[src/common/io_pad_consts.svh]
`ifndef IO_PAD_CONSTS_SVH
`define IO_PAD_CONSTS_SVH

`define MPRJ_IO_PADS 38
`define GPIO_LO_BITS 32
`define BLINK_CLOCK_DIV 26

// Management link and UART1
`define PIN_JTAG 0
`define PIN_SDO 1
`define PIN_SDI 2
`define PIN_CSB 3
`define PIN_SCK 4
`define PIN_UART1_RX 5
`define PIN_UART1_TX 6

// IRQ and flash
`define PIN_IRQ 7
`define PIN_FLASH_CSB 8
`define PIN_FLASH_SCK 9
`define PIN_FLASH_IO0 10
`define PIN_FLASH_IO1 11

// Shared peripheral pads
`define PIN_PWM0 12
`define PIN_PWM6 18
`define PIN_UART2_RX 19
`define PIN_UART2_TX 20
`define PIN_PWM7 21
`define PIN_SPI0_CLK 22
`define PIN_SPI0_MOSI 23
`define PIN_SPI0_MISO 24
`define PIN_SPI0_CS 25
`define PIN_UART3_RX 26
`define PIN_UART3_TX 27
`define PIN_BLINK0 28
`define PIN_BLINK1 29

// VGA block with R0 lowest and HSYNC highest
`define PIN_VGA_R0 30
`define PIN_VGA_HSYNC 37

`endif
[src/common/io_pad_pkg.sv]
package io_pad_pkg;

	// Register word select for the GPIO block
	typedef enum logic [2:0] {
		REG_OUT_LO = 3'd0,
		REG_OUT_HI = 3'd1,
		REG_OEB_LO = 3'd2,
		REG_OEB_HI = 3'd3,
		REG_IN_LO  = 3'd4,
		REG_IN_HI  = 3'd5
	} gpio_reg_e;

	// Current holder of a pad
	typedef enum logic [1:0] {
		OWN_GPIO   = 2'd0,
		OWN_PERIPH = 2'd1,
		OWN_BLINK  = 2'd2
	} pad_owner_e;

endpackage

[src/user_io_top.sv]
`timescale 1ns/1ps
`include "io_pad_consts.svh"

module user_io_top
	import io_pad_pkg::*;
#(
	parameter int BLINK_DIV = `BLINK_CLOCK_DIV
) (
	input  logic                     clk,
	input  logic                     rst,

	input  logic                     reg_wr,
	input  logic                     reg_rd,
	input  gpio_reg_e                reg_sel,
	input  logic [`GPIO_LO_BITS-1:0] reg_wdata,
	output logic [`GPIO_LO_BITS-1:0] reg_rdata,
	output logic                     reg_rvalid,

	input  logic [`MPRJ_IO_PADS-1:0] io_in,
	output logic [`MPRJ_IO_PADS-1:0] io_out,
	output logic [`MPRJ_IO_PADS-1:0] io_oeb,

	input  logic [3:1]               uart_en,
	output logic [3:1]               uart_rx,
	input  logic [3:1]               uart_tx,
	input  logic [0:0]               spi_en,
	input  logic [0:0]               spi_clk,
	input  logic [0:0]               spi_mosi,
	output logic [0:0]               spi_miso,
	input  logic [0:0]               spi_cs,
	input  logic [7:0]               pwm_en,
	input  logic [7:0]               pwm_out,
	output logic                     jtag_tck,
	output logic                     jtag_tms,
	output logic                     jtag_tdi,
	input  logic                     jtag_tdo,
	input  logic                     flash_csb,
	input  logic                     flash_sck,
	input  logic                     flash_io0_we,
	input  logic                     flash_io0_write,
	output logic                     flash_io0_read,
	input  logic                     flash_io1_we,
	input  logic                     flash_io1_write,
	output logic                     flash_io1_read,
	input  logic                     irq_en,
	output logic                     irq_in,
	input  logic [1:0]               vga_r,
	input  logic [1:0]               vga_g,
	input  logic [1:0]               vga_b,
	input  logic                     vga_vsync,
	input  logic                     vga_hsync,

	output logic [1:0]               probe_blink
);

	logic [`MPRJ_IO_PADS-1:0] gpio_input;
	logic [`MPRJ_IO_PADS-1:0] gpio_output;
	logic [`MPRJ_IO_PADS-1:0] gpio_oeb;
	logic [1:0]               blink;
	logic                     blink_active;

	gpio_regs u_gpio_regs (
		.clk        (clk),
		.rst        (rst),
		.reg_wr     (reg_wr),
		.reg_rd     (reg_rd),
		.reg_sel    (reg_sel),
		.reg_wdata  (reg_wdata),
		.reg_rdata  (reg_rdata),
		.reg_rvalid (reg_rvalid),
		.gpio_input (gpio_input),
		.gpio_output(gpio_output),
		.gpio_oeb   (gpio_oeb)
	);

	io_multiplexer u_io_mux (
		.clk            (clk),
		.rst            (rst),
		.uart_en        (uart_en),
		.uart_rx        (uart_rx),
		.uart_tx        (uart_tx),
		.spi_en         (spi_en),
		.spi_clk        (spi_clk),
		.spi_mosi       (spi_mosi),
		.spi_miso       (spi_miso),
		.spi_cs         (spi_cs),
		.pwm_en         (pwm_en),
		.pwm_out        (pwm_out),
		.gpio_input     (gpio_input),
		.gpio_output    (gpio_output),
		.gpio_oeb       (gpio_oeb),
		.io_in          (io_in),
		.io_out         (io_out),
		.io_oeb         (io_oeb),
		.jtag_tck       (jtag_tck),
		.jtag_tms       (jtag_tms),
		.jtag_tdi       (jtag_tdi),
		.jtag_tdo       (jtag_tdo),
		.flash_csb      (flash_csb),
		.flash_sck      (flash_sck),
		.flash_io0_we   (flash_io0_we),
		.flash_io0_write(flash_io0_write),
		.flash_io0_read (flash_io0_read),
		.flash_io1_we   (flash_io1_we),
		.flash_io1_write(flash_io1_write),
		.flash_io1_read (flash_io1_read),
		.irq_en         (irq_en),
		.irq_in         (irq_in),
		.vga_r          (vga_r),
		.vga_g          (vga_g),
		.vga_b          (vga_b),
		.vga_vsync      (vga_vsync),
		.vga_hsync      (vga_hsync),
		.blink          (blink),
		.blink_active   (blink_active)
	);

	// Counter freezes once the probe is handed to GPIO
	blink_counter #(
		.WIDTH(2),
		.DIV  (BLINK_DIV)
	) u_blink (
		.clk  (clk),
		.rst  (rst),
		.halt (!blink_active),
		.value(blink)
	);

	assign probe_blink = blink;

endmodule

[src/io_mux/io_multiplexer.sv]
`timescale 1ns/1ps
`include "io_pad_consts.svh"

module io_multiplexer
	import io_pad_pkg::*;
(
	input  logic                     clk,
	input  logic                     rst,

	input  logic [3:1]               uart_en,
	output logic [3:1]               uart_rx,
	input  logic [3:1]               uart_tx,

	input  logic [0:0]               spi_en,
	input  logic [0:0]               spi_clk,
	input  logic [0:0]               spi_mosi,
	output logic [0:0]               spi_miso,
	input  logic [0:0]               spi_cs,

	input  logic [7:0]               pwm_en,
	input  logic [7:0]               pwm_out,

	output logic [`MPRJ_IO_PADS-1:0] gpio_input,
	input  logic [`MPRJ_IO_PADS-1:0] gpio_output,
	input  logic [`MPRJ_IO_PADS-1:0] gpio_oeb,

	input  logic [`MPRJ_IO_PADS-1:0] io_in,
	output logic [`MPRJ_IO_PADS-1:0] io_out,
	output logic [`MPRJ_IO_PADS-1:0] io_oeb,

	output logic                     jtag_tck,
	output logic                     jtag_tms,
	output logic                     jtag_tdi,
	input  logic                     jtag_tdo,

	input  logic                     flash_csb,
	input  logic                     flash_sck,
	input  logic                     flash_io0_we,
	input  logic                     flash_io0_write,
	output logic                     flash_io0_read,
	input  logic                     flash_io1_we,
	input  logic                     flash_io1_write,
	output logic                     flash_io1_read,

	input  logic                     irq_en,
	output logic                     irq_in,

	input  logic [1:0]               vga_r,
	input  logic [1:0]               vga_g,
	input  logic [1:0]               vga_b,
	input  logic                     vga_vsync,
	input  logic                     vga_hsync,

	input  logic [1:0]               blink,
	output logic                     blink_active
);

	logic [`MPRJ_IO_PADS-1:0] periph_en;
	logic [`MPRJ_IO_PADS-1:0] periph_out;
	logic [`MPRJ_IO_PADS-1:0] periph_oeb;
	pad_owner_e owner [`MPRJ_IO_PADS];

	// Blink probe keeps pads 28/29 until GPIO drives pad 28
	always_ff @(posedge clk) begin
		if (rst) begin
			blink_active <= 1'b1;
		end else if (!gpio_oeb[`PIN_BLINK0]) begin
			blink_active <= 1'b0;
		end
	end

	// Fixed pads keep periph_en high
	always_comb begin
		periph_en = '1;
		periph_out = '0;
		periph_oeb = '1;

		// Pad 0 of the management link has no user-side consumer
		periph_out[`PIN_SDO] = jtag_tdo;
		periph_oeb[`PIN_SDO] = 1'b0;
		periph_out[`PIN_UART1_TX] = uart_tx[1];
		periph_oeb[`PIN_UART1_TX] = 1'b0;

		periph_en[`PIN_IRQ] = irq_en;

		periph_out[`PIN_FLASH_CSB] = flash_csb;
		periph_oeb[`PIN_FLASH_CSB] = 1'b0;
		periph_out[`PIN_FLASH_SCK] = flash_sck;
		periph_oeb[`PIN_FLASH_SCK] = 1'b0;
		periph_out[`PIN_FLASH_IO0] = flash_io0_write;
		periph_oeb[`PIN_FLASH_IO0] = !flash_io0_we;
		periph_out[`PIN_FLASH_IO1] = flash_io1_write;
		periph_oeb[`PIN_FLASH_IO1] = !flash_io1_we;

		// PWM0-6 sit on consecutive pads
		periph_en[`PIN_PWM6:`PIN_PWM0] = pwm_en[6:0];
		periph_out[`PIN_PWM6:`PIN_PWM0] = pwm_out[6:0];
		periph_oeb[`PIN_PWM6:`PIN_PWM0] = '0;
		periph_en[`PIN_PWM7] = pwm_en[7];
		periph_out[`PIN_PWM7] = pwm_out[7];
		periph_oeb[`PIN_PWM7] = 1'b0;

		periph_en[`PIN_UART2_RX] = uart_en[2];
		periph_en[`PIN_UART2_TX] = uart_en[2];
		periph_out[`PIN_UART2_TX] = uart_tx[2];
		periph_oeb[`PIN_UART2_TX] = 1'b0;
		periph_en[`PIN_UART3_RX] = uart_en[3];
		periph_en[`PIN_UART3_TX] = uart_en[3];
		periph_out[`PIN_UART3_TX] = uart_tx[3];
		periph_oeb[`PIN_UART3_TX] = 1'b0;

		periph_en[`PIN_SPI0_CS:`PIN_SPI0_CLK] = {4{spi_en[0]}};
		periph_out[`PIN_SPI0_CLK] = spi_clk[0];
		periph_oeb[`PIN_SPI0_CLK] = 1'b0;
		periph_out[`PIN_SPI0_MOSI] = spi_mosi[0];
		periph_oeb[`PIN_SPI0_MOSI] = 1'b0;
		periph_out[`PIN_SPI0_CS] = spi_cs[0];
		periph_oeb[`PIN_SPI0_CS] = 1'b0;

		// Blink pads belong to blink or GPIO and never to a peripheral
		periph_en[`PIN_BLINK1:`PIN_BLINK0] = 2'b00;
		periph_out[`PIN_BLINK1:`PIN_BLINK0] = blink;

		periph_out[`PIN_VGA_HSYNC:`PIN_VGA_R0] = {vga_hsync, vga_vsync, vga_b, vga_g, vga_r};
		periph_oeb[`PIN_VGA_HSYNC:`PIN_VGA_R0] = '0;
	end

	always_comb begin
		for (int i = 0; i < `MPRJ_IO_PADS; i++) begin
			owner[i] = periph_en[i] ? OWN_PERIPH : OWN_GPIO;
		end
		if (blink_active) begin
			owner[`PIN_BLINK0] = OWN_BLINK;
			owner[`PIN_BLINK1] = OWN_BLINK;
		end
	end

	// GPIO only sees the input pads it owns
	always_comb begin
		for (int i = 0; i < `MPRJ_IO_PADS; i++) begin
			case (owner[i])
				OWN_PERIPH: begin
					io_out[i] = periph_out[i];
					io_oeb[i] = periph_oeb[i];
					gpio_input[i] = 1'b0;
				end
				OWN_BLINK: begin
					io_out[i] = periph_out[i];
					io_oeb[i] = 1'b0;
					gpio_input[i] = 1'b0;
				end
				default: begin
					io_out[i] = gpio_output[i];
					io_oeb[i] = gpio_oeb[i];
					gpio_input[i] = gpio_oeb[i] & io_in[i];
				end
			endcase
		end
	end

	// UART rx idles high while its UART is off
	assign jtag_tck = io_in[`PIN_SCK];
	assign jtag_tms = io_in[`PIN_CSB];
	assign jtag_tdi = io_in[`PIN_SDI];
	assign uart_rx[1] = uart_en[1] ? io_in[`PIN_UART1_RX] : 1'b1;
	assign uart_rx[2] = uart_en[2] ? io_in[`PIN_UART2_RX] : 1'b1;
	assign uart_rx[3] = uart_en[3] ? io_in[`PIN_UART3_RX] : 1'b1;
	assign irq_in = irq_en ? io_in[`PIN_IRQ] : 1'b0;
	assign spi_miso[0] = spi_en[0] ? io_in[`PIN_SPI0_MISO] : 1'b0;
	assign flash_io0_read = !flash_io0_we ? io_in[`PIN_FLASH_IO0] : 1'b0;
	assign flash_io1_read = !flash_io1_we ? io_in[`PIN_FLASH_IO1] : 1'b0;

endmodule

[src/gpio_regs.sv]
`timescale 1ns/1ps
`include "io_pad_consts.svh"

module gpio_regs
	import io_pad_pkg::*;
(
	input  logic                     clk,
	input  logic                     rst,
	input  logic                     reg_wr,
	input  logic                     reg_rd,
	input  gpio_reg_e                reg_sel,
	input  logic [`GPIO_LO_BITS-1:0] reg_wdata,
	output logic [`GPIO_LO_BITS-1:0] reg_rdata,
	output logic                     reg_rvalid,
	input  logic [`MPRJ_IO_PADS-1:0] gpio_input,
	output logic [`MPRJ_IO_PADS-1:0] gpio_output,
	output logic [`MPRJ_IO_PADS-1:0] gpio_oeb
);

	// Pads 32 and up live in the HI words
	localparam int HI_BITS = `MPRJ_IO_PADS - `GPIO_LO_BITS;
	localparam int HI_PAD = `GPIO_LO_BITS - HI_BITS;

	logic [`MPRJ_IO_PADS-1:0] in_meta;
	logic [`MPRJ_IO_PADS-1:0] in_sync;
	logic [`GPIO_LO_BITS-1:0] rd_word;

	// All pads come out of reset as inputs
	always_ff @(posedge clk) begin
		if (rst) begin
			gpio_output <= '0;
			gpio_oeb <= '1;
		end else if (reg_wr) begin
			case (reg_sel)
				REG_OUT_LO: gpio_output[`GPIO_LO_BITS-1:0] <= reg_wdata;
				REG_OUT_HI: begin
					gpio_output[`MPRJ_IO_PADS-1:`GPIO_LO_BITS] <= reg_wdata[HI_BITS-1:0];
				end
				REG_OEB_LO: gpio_oeb[`GPIO_LO_BITS-1:0] <= reg_wdata;
				REG_OEB_HI: begin
					gpio_oeb[`MPRJ_IO_PADS-1:`GPIO_LO_BITS] <= reg_wdata[HI_BITS-1:0];
				end
				// Input words are read-only
				default: ;
			endcase
		end
	end

	// Two-flop synchronizer on the pad inputs
	always_ff @(posedge clk) begin
		in_meta <= gpio_input;
		in_sync <= in_meta;
	end

	// Word picked by the select
	always_comb begin
		case (reg_sel)
			REG_OUT_LO: rd_word = gpio_output[`GPIO_LO_BITS-1:0];
			REG_OUT_HI: begin
				rd_word = {{HI_PAD{1'b0}}, gpio_output[`MPRJ_IO_PADS-1:`GPIO_LO_BITS]};
			end
			REG_OEB_LO: rd_word = gpio_oeb[`GPIO_LO_BITS-1:0];
			REG_OEB_HI: begin
				rd_word = {{HI_PAD{1'b0}}, gpio_oeb[`MPRJ_IO_PADS-1:`GPIO_LO_BITS]};
			end
			REG_IN_LO: rd_word = in_sync[`GPIO_LO_BITS-1:0];
			REG_IN_HI: begin
				rd_word = {{HI_PAD{1'b0}}, in_sync[`MPRJ_IO_PADS-1:`GPIO_LO_BITS]};
			end
			default: rd_word = '0;
		endcase
	end

	// Read data lands one cycle after the strobe together with the valid pulse
	always_ff @(posedge clk) begin
		if (reg_rd) begin
			reg_rdata <= rd_word;
		end
	end

	always_ff @(posedge clk) begin
		if (rst) begin
			reg_rvalid <= 1'b0;
		end else begin
			reg_rvalid <= reg_rd;
		end
	end

endmodule

[src/blink_counter.sv]
`timescale 1ns/1ps
`include "io_pad_consts.svh"

module blink_counter #(
	parameter int WIDTH = 2,
	parameter int DIV = `BLINK_CLOCK_DIV
) (
	input  logic             clk,
	input  logic             rst,
	input  logic             halt,
	output logic [WIDTH-1:0] value
);

	// Value steps once per full wrap of the free-running prescaler
	logic [DIV-1:0] prescale;

	always_ff @(posedge clk) begin
		if (rst) begin
			prescale <= '0;
			value <= '0;
		end else if (!halt) begin
			prescale <= prescale + 1'b1;
			if (&prescale) begin
				value <= value + 1'b1;
			end
		end
	end

endmodule

[config.mk]
export PLATFORM = sky130hd
export DESIGN_NAME = user_io_top
export DESIGN_NICKNAME = d
export VERILOG_FILES = /design/src/common/io_pad_pkg.sv /design/src/user_io_top.sv /design/src/io_mux/io_multiplexer.sv /design/src/gpio_regs.sv /design/src/blink_counter.sv
export VERILOG_INCLUDE_DIRS = /design/src /design/src/common
export SDC_FILE = /design/constraint.sdc
export NUM_CORES = 1
export LEC_CHECK = 0
export BUFFER_PORTS_ARGS = -buffer_cell sky130_fd_sc_hd__buf_2
export CAP_MARGIN = 20
export CORE_MARGIN = 5
export CORE_UTILIZATION = 51
export CTS_CLUSTER_DIAMETER = 30
export DETAILED_ROUTE_END_ITERATION = 8
export PLACE_DENSITY = 0.8
export SLEW_MARGIN = 20
export SYNTH_ARGS = -nofsm -noshare
export SYNTH_HDL_FRONTEND = slang
export SYNTH_SLANG_ARGS = --single-unit
[constraint.sdc]
create_clock -name clk -period 2.8 [get_ports clk]
set_clock_uncertainty 0.1 [all_clocks]
set_input_delay 0.28 -clock clk [delete_from_list [all_inputs] [get_ports clk]]
set_output_delay 0.28 -clock clk [all_outputs]
set_load 0.05 [all_outputs]
==> impl_metrics.env <==
export IMPL_status="finished, final reports clean"
export IMPL_die_width_um=130
export IMPL_cts_root_buf="clkbuf_16"
export IMPL_p_int_w=0.00417
export IMPL_clockPowerShare=0.390
export IMPL_grt_use_met2=0.358
export IMPL_rows=44
export IMPL_rsz0062_at_grt="no"
export IMPL_cts_path_max_buffers=2
export IMPL_firstDrtPassIters=5
export IMPL_most_common_layout_cells="buf_2 (169), dfxtp_1 (144), nand2_1 (78), nor2_1 (75), a21oi_1 (66)"
export IMPL_grt_pass1_wl_um=27500
export IMPL_drv_slew=0
export IMPL_critPathArrivalTime_ns=2.65
export IMPL_seq_area_frac_synth=0.522
export IMPL_fmax_ghz=0.415
export IMPL_place_area_sq_mm=0.00817
export IMPL_clkTransAtPathRegs_ns=0.06
export IMPL_layout_drive_gt1_share=0.260
export IMPL_final_cell_area_sq_mm=0.00922
export IMPL_ys_types=40
export IMPL_setup_viol=0
export IMPL_netlist_top_cells_area="dfxtp_1 (39%), edfxtp_1 (13%), nor2b_1 (5.2%)"
export IMPL_clk_latency_ns=0.42
export IMPL_syn_to_final_growth_pct=25.2
export IMPL_numCtsBuffers=17
export IMPL_yosys_area_top_type="dfxtp_1"
export IMPL_fin_crit_ns=2.41
export IMPL_maxCapViolCount=0
export IMPL_hpwlAfterDp_um=11300
export IMPL_vias=5972
export IMPL_maxSlewHeadroom=0.258
export IMPL_grt_max_degree=56
export IMPL_pwr_share_seq=0.475
export IMPL_critPathMaxStageDelay_ns=0.86
export IMPL_p_comb_frac=0.135
export IMPL_hold_viol=0
export IMPL_setup_slack_ns=0.390
export IMPL_cp_end_kind="register"
export IMPL_path_max_fanout=24
export IMPL_synth_seq_cells=176
export IMPL_fp_dieH_um=130
export IMPL_crit_type="reg -> reg"
export IMPL_syn_area_sq_mm=0.00736
export IMPL_cp_required_ns=3.04
export IMPL_cp_cell_sequence="nand4_2, or4_1, or4_1, a21oi_1"
export IMPL_grt_usage=0.206
export IMPL_start_util=0.512
export IMPL_wl_um=17900
export IMPL_yosysWarnings=0
export IMPL_synth_cells=754
export IMPL_antenna_found_initial=1
export IMPL_wl_per_cell_um=15.8
export IMPL_port_buffers=170
export IMPL_top_usage_layer="met2"
export IMPL_antenna_left=0
export IMPL_pre_cts_ws_ns=0.437
export IMPL_fin_nets=1057
export IMPL_viasPerCell=5.27
export IMPL_grt_overflow=0
export IMPL_use_met1=0.247
export IMPL_crit_slowest_cell="or4_1"
export IMPL_io_pins=240
export IMPL_grt_pass1_vias=5575
export IMPL_gp_congestion=0.760
export IMPL_p_leak_nw=3.78
export IMPL_core_sq_mm=0.0144
export IMPL_avgSynthCellArea_sq_um=9.77
export IMPL_cts_sinks=176
export IMPL_swShare=0.273
export IMPL_dr_first_iter_drc_count=332
export IMPL_yosysTopAreaCellShare=0.392
export IMPL_tightestPinTransition_ns=1.11
export IMPL_final_common_cell="buf_2"
export IMPL_grt_met3_usage=0.0499
export IMPL_start_kind="register"
export IMPL_antennaDiodeCount=0
export IMPL_fin_tns_setup_ns=0
export IMPL_power_density_mw_per_mm2=622
export IMPL_cpMostUsedCell="or4_1"
export IMPL_period_share=0.861
export IMPL_cts_tree="done"
export IMPL_ir_worst_vdd_mv=0.353
export IMPL_drc_errors=0
export IMPL_hp_class="in -> reg"
export IMPL_dieArea_sq_mm=0.0169
export IMPL_htree_levels=4
export IMPL_whs_ns=0.0271
export IMPL_power_w=0.00573
export IMPL_switchingPower_w=0.00156
## cell type report
cell class,instances,area (sq um)
clock buffers,18,429
clock inverters,14,128
fillers,1160,5150
inverters,13,48.8
multi-input cells,497,3080
flip-flops and latches,176,3840
well taps,184,230
repair buffers,232,1450
## cells by family (layout without fill, tap and decap cells)
group                    count (synthesis)  after routing  synth area share
AND/OR/NAND/NOR                        288            288             0.197
adder cells (fa/ha/maj)                  1              1           0.00170
XOR/XNOR                                12             12            0.0143
multiplexers                            54             54            0.0862
other                                    2             22           0.00102
flip-flops                             176            176             0.522
buffers and inverters                  101            277            0.0727
AO/OA/AOI/OAI                          120            120             0.106
## cells in the mapped netlist (all sizes together)
cell,n
clkbuf,34
and4,2
buf,54
mux2i,33
o21ai,3
nor2b,61
or4b,1
nand4b,1
ha,1
a21o,1
nor4b,1
conb,2
nand3,8
nor2,75
xor2,4
a21oi,66
a211o,38
or2,6
nor4,4
nand2,78
dfxtp,144
mux2,15
nand2b,4
nand4,6
xnor2,8
or3,3
nor4bb,2
mux4,6
nor3,4
a31o,1
inv,13
and2,17
or4,13
o31ai,11
edfxtp,32
and3,2
## metrics by stage
step / std cells / utilization
after global routing: 1134 / 0.641
final: 1134 / 0.641
after floorplan: 774 / -
after global placement: 1053 / 0.569
after detailed placement: 1053 / 0.569
after CTS: 1134 / 0.641
## critical path, delay by kind of cell (launching register included)
family	cells	cell delay [ns]
AO/OA/AOI/OAI	1	0.16
flip-flops	1	0.42
AND/OR/NAND/NOR	3	1.64
## layer usage
metal	share of wire	wire length, um
met1	0.40	7110
met2	0.51	9210
met3	0.067	1190
met4	0.021	374
met5	0.00039	7
## registers in the layout, summed over array words and instances (netlist names)
name / cells
u_gpio_regs.in_meta: 19
u_gpio_regs.gpio_output: 38
u_blink.prescale: 26
u_io_mux.blink_active: 1
u_gpio_regs.reg_rdata: 32
u_gpio_regs.gpio_oeb: 38
u_gpio_regs.in_sync: 19
u_blink.value: 2
u_gpio_regs.reg_rvalid: 1
## final timing paths
| check | startpoint | endpoint | slack [ns] | cells after the start |
|---|---|---|---|---|
| max | u_blink.prescale[7]$_SDFFE_PP0P_ | u_blink.prescale[18]$_SDFFE_PP0P_ | 0.39 | 4 |
| min | reg_wdata[3] | u_gpio_regs.gpio_oeb[3]$_SDFFE_PP1P_ | 0.03 | 2 |
| max reg2reg | u_blink.prescale[7]$_SDFFE_PP0P_ | u_blink.prescale[18]$_SDFFE_PP0P_ | 0.39 | 4 |
| min reg2reg | u_gpio_regs.in_meta[28]$_SDFF_PP0_ | u_gpio_regs.in_sync[28]$_DFF_P_ | 0.22 | 0 |
## power by group through the flow
stage / Combinational [W] / Sequential, W / Clock [W]
2_1_floorplan: 0.000499 / 0.00287 / 0
3_3_place_gp: 0.000705 / 0.00277 / 0
3_5_place_dp: 0.000714 / 0.00278 / 0
4_1_cts: 0.000772 / 0.00272 / 0.00228
5_1_grt: 0.000823 / 0.00273 / 0.00240
6_report: 0.000774 / 0.00272 / 0.00224
## timing repair
item,CTS,global route
hold buffers,49,0
hold endpoints to repair,59,0
gates resized for setup,0,0
buffers inserted,0,0
No activity file was read; power rests on OpenSTA's default activity.
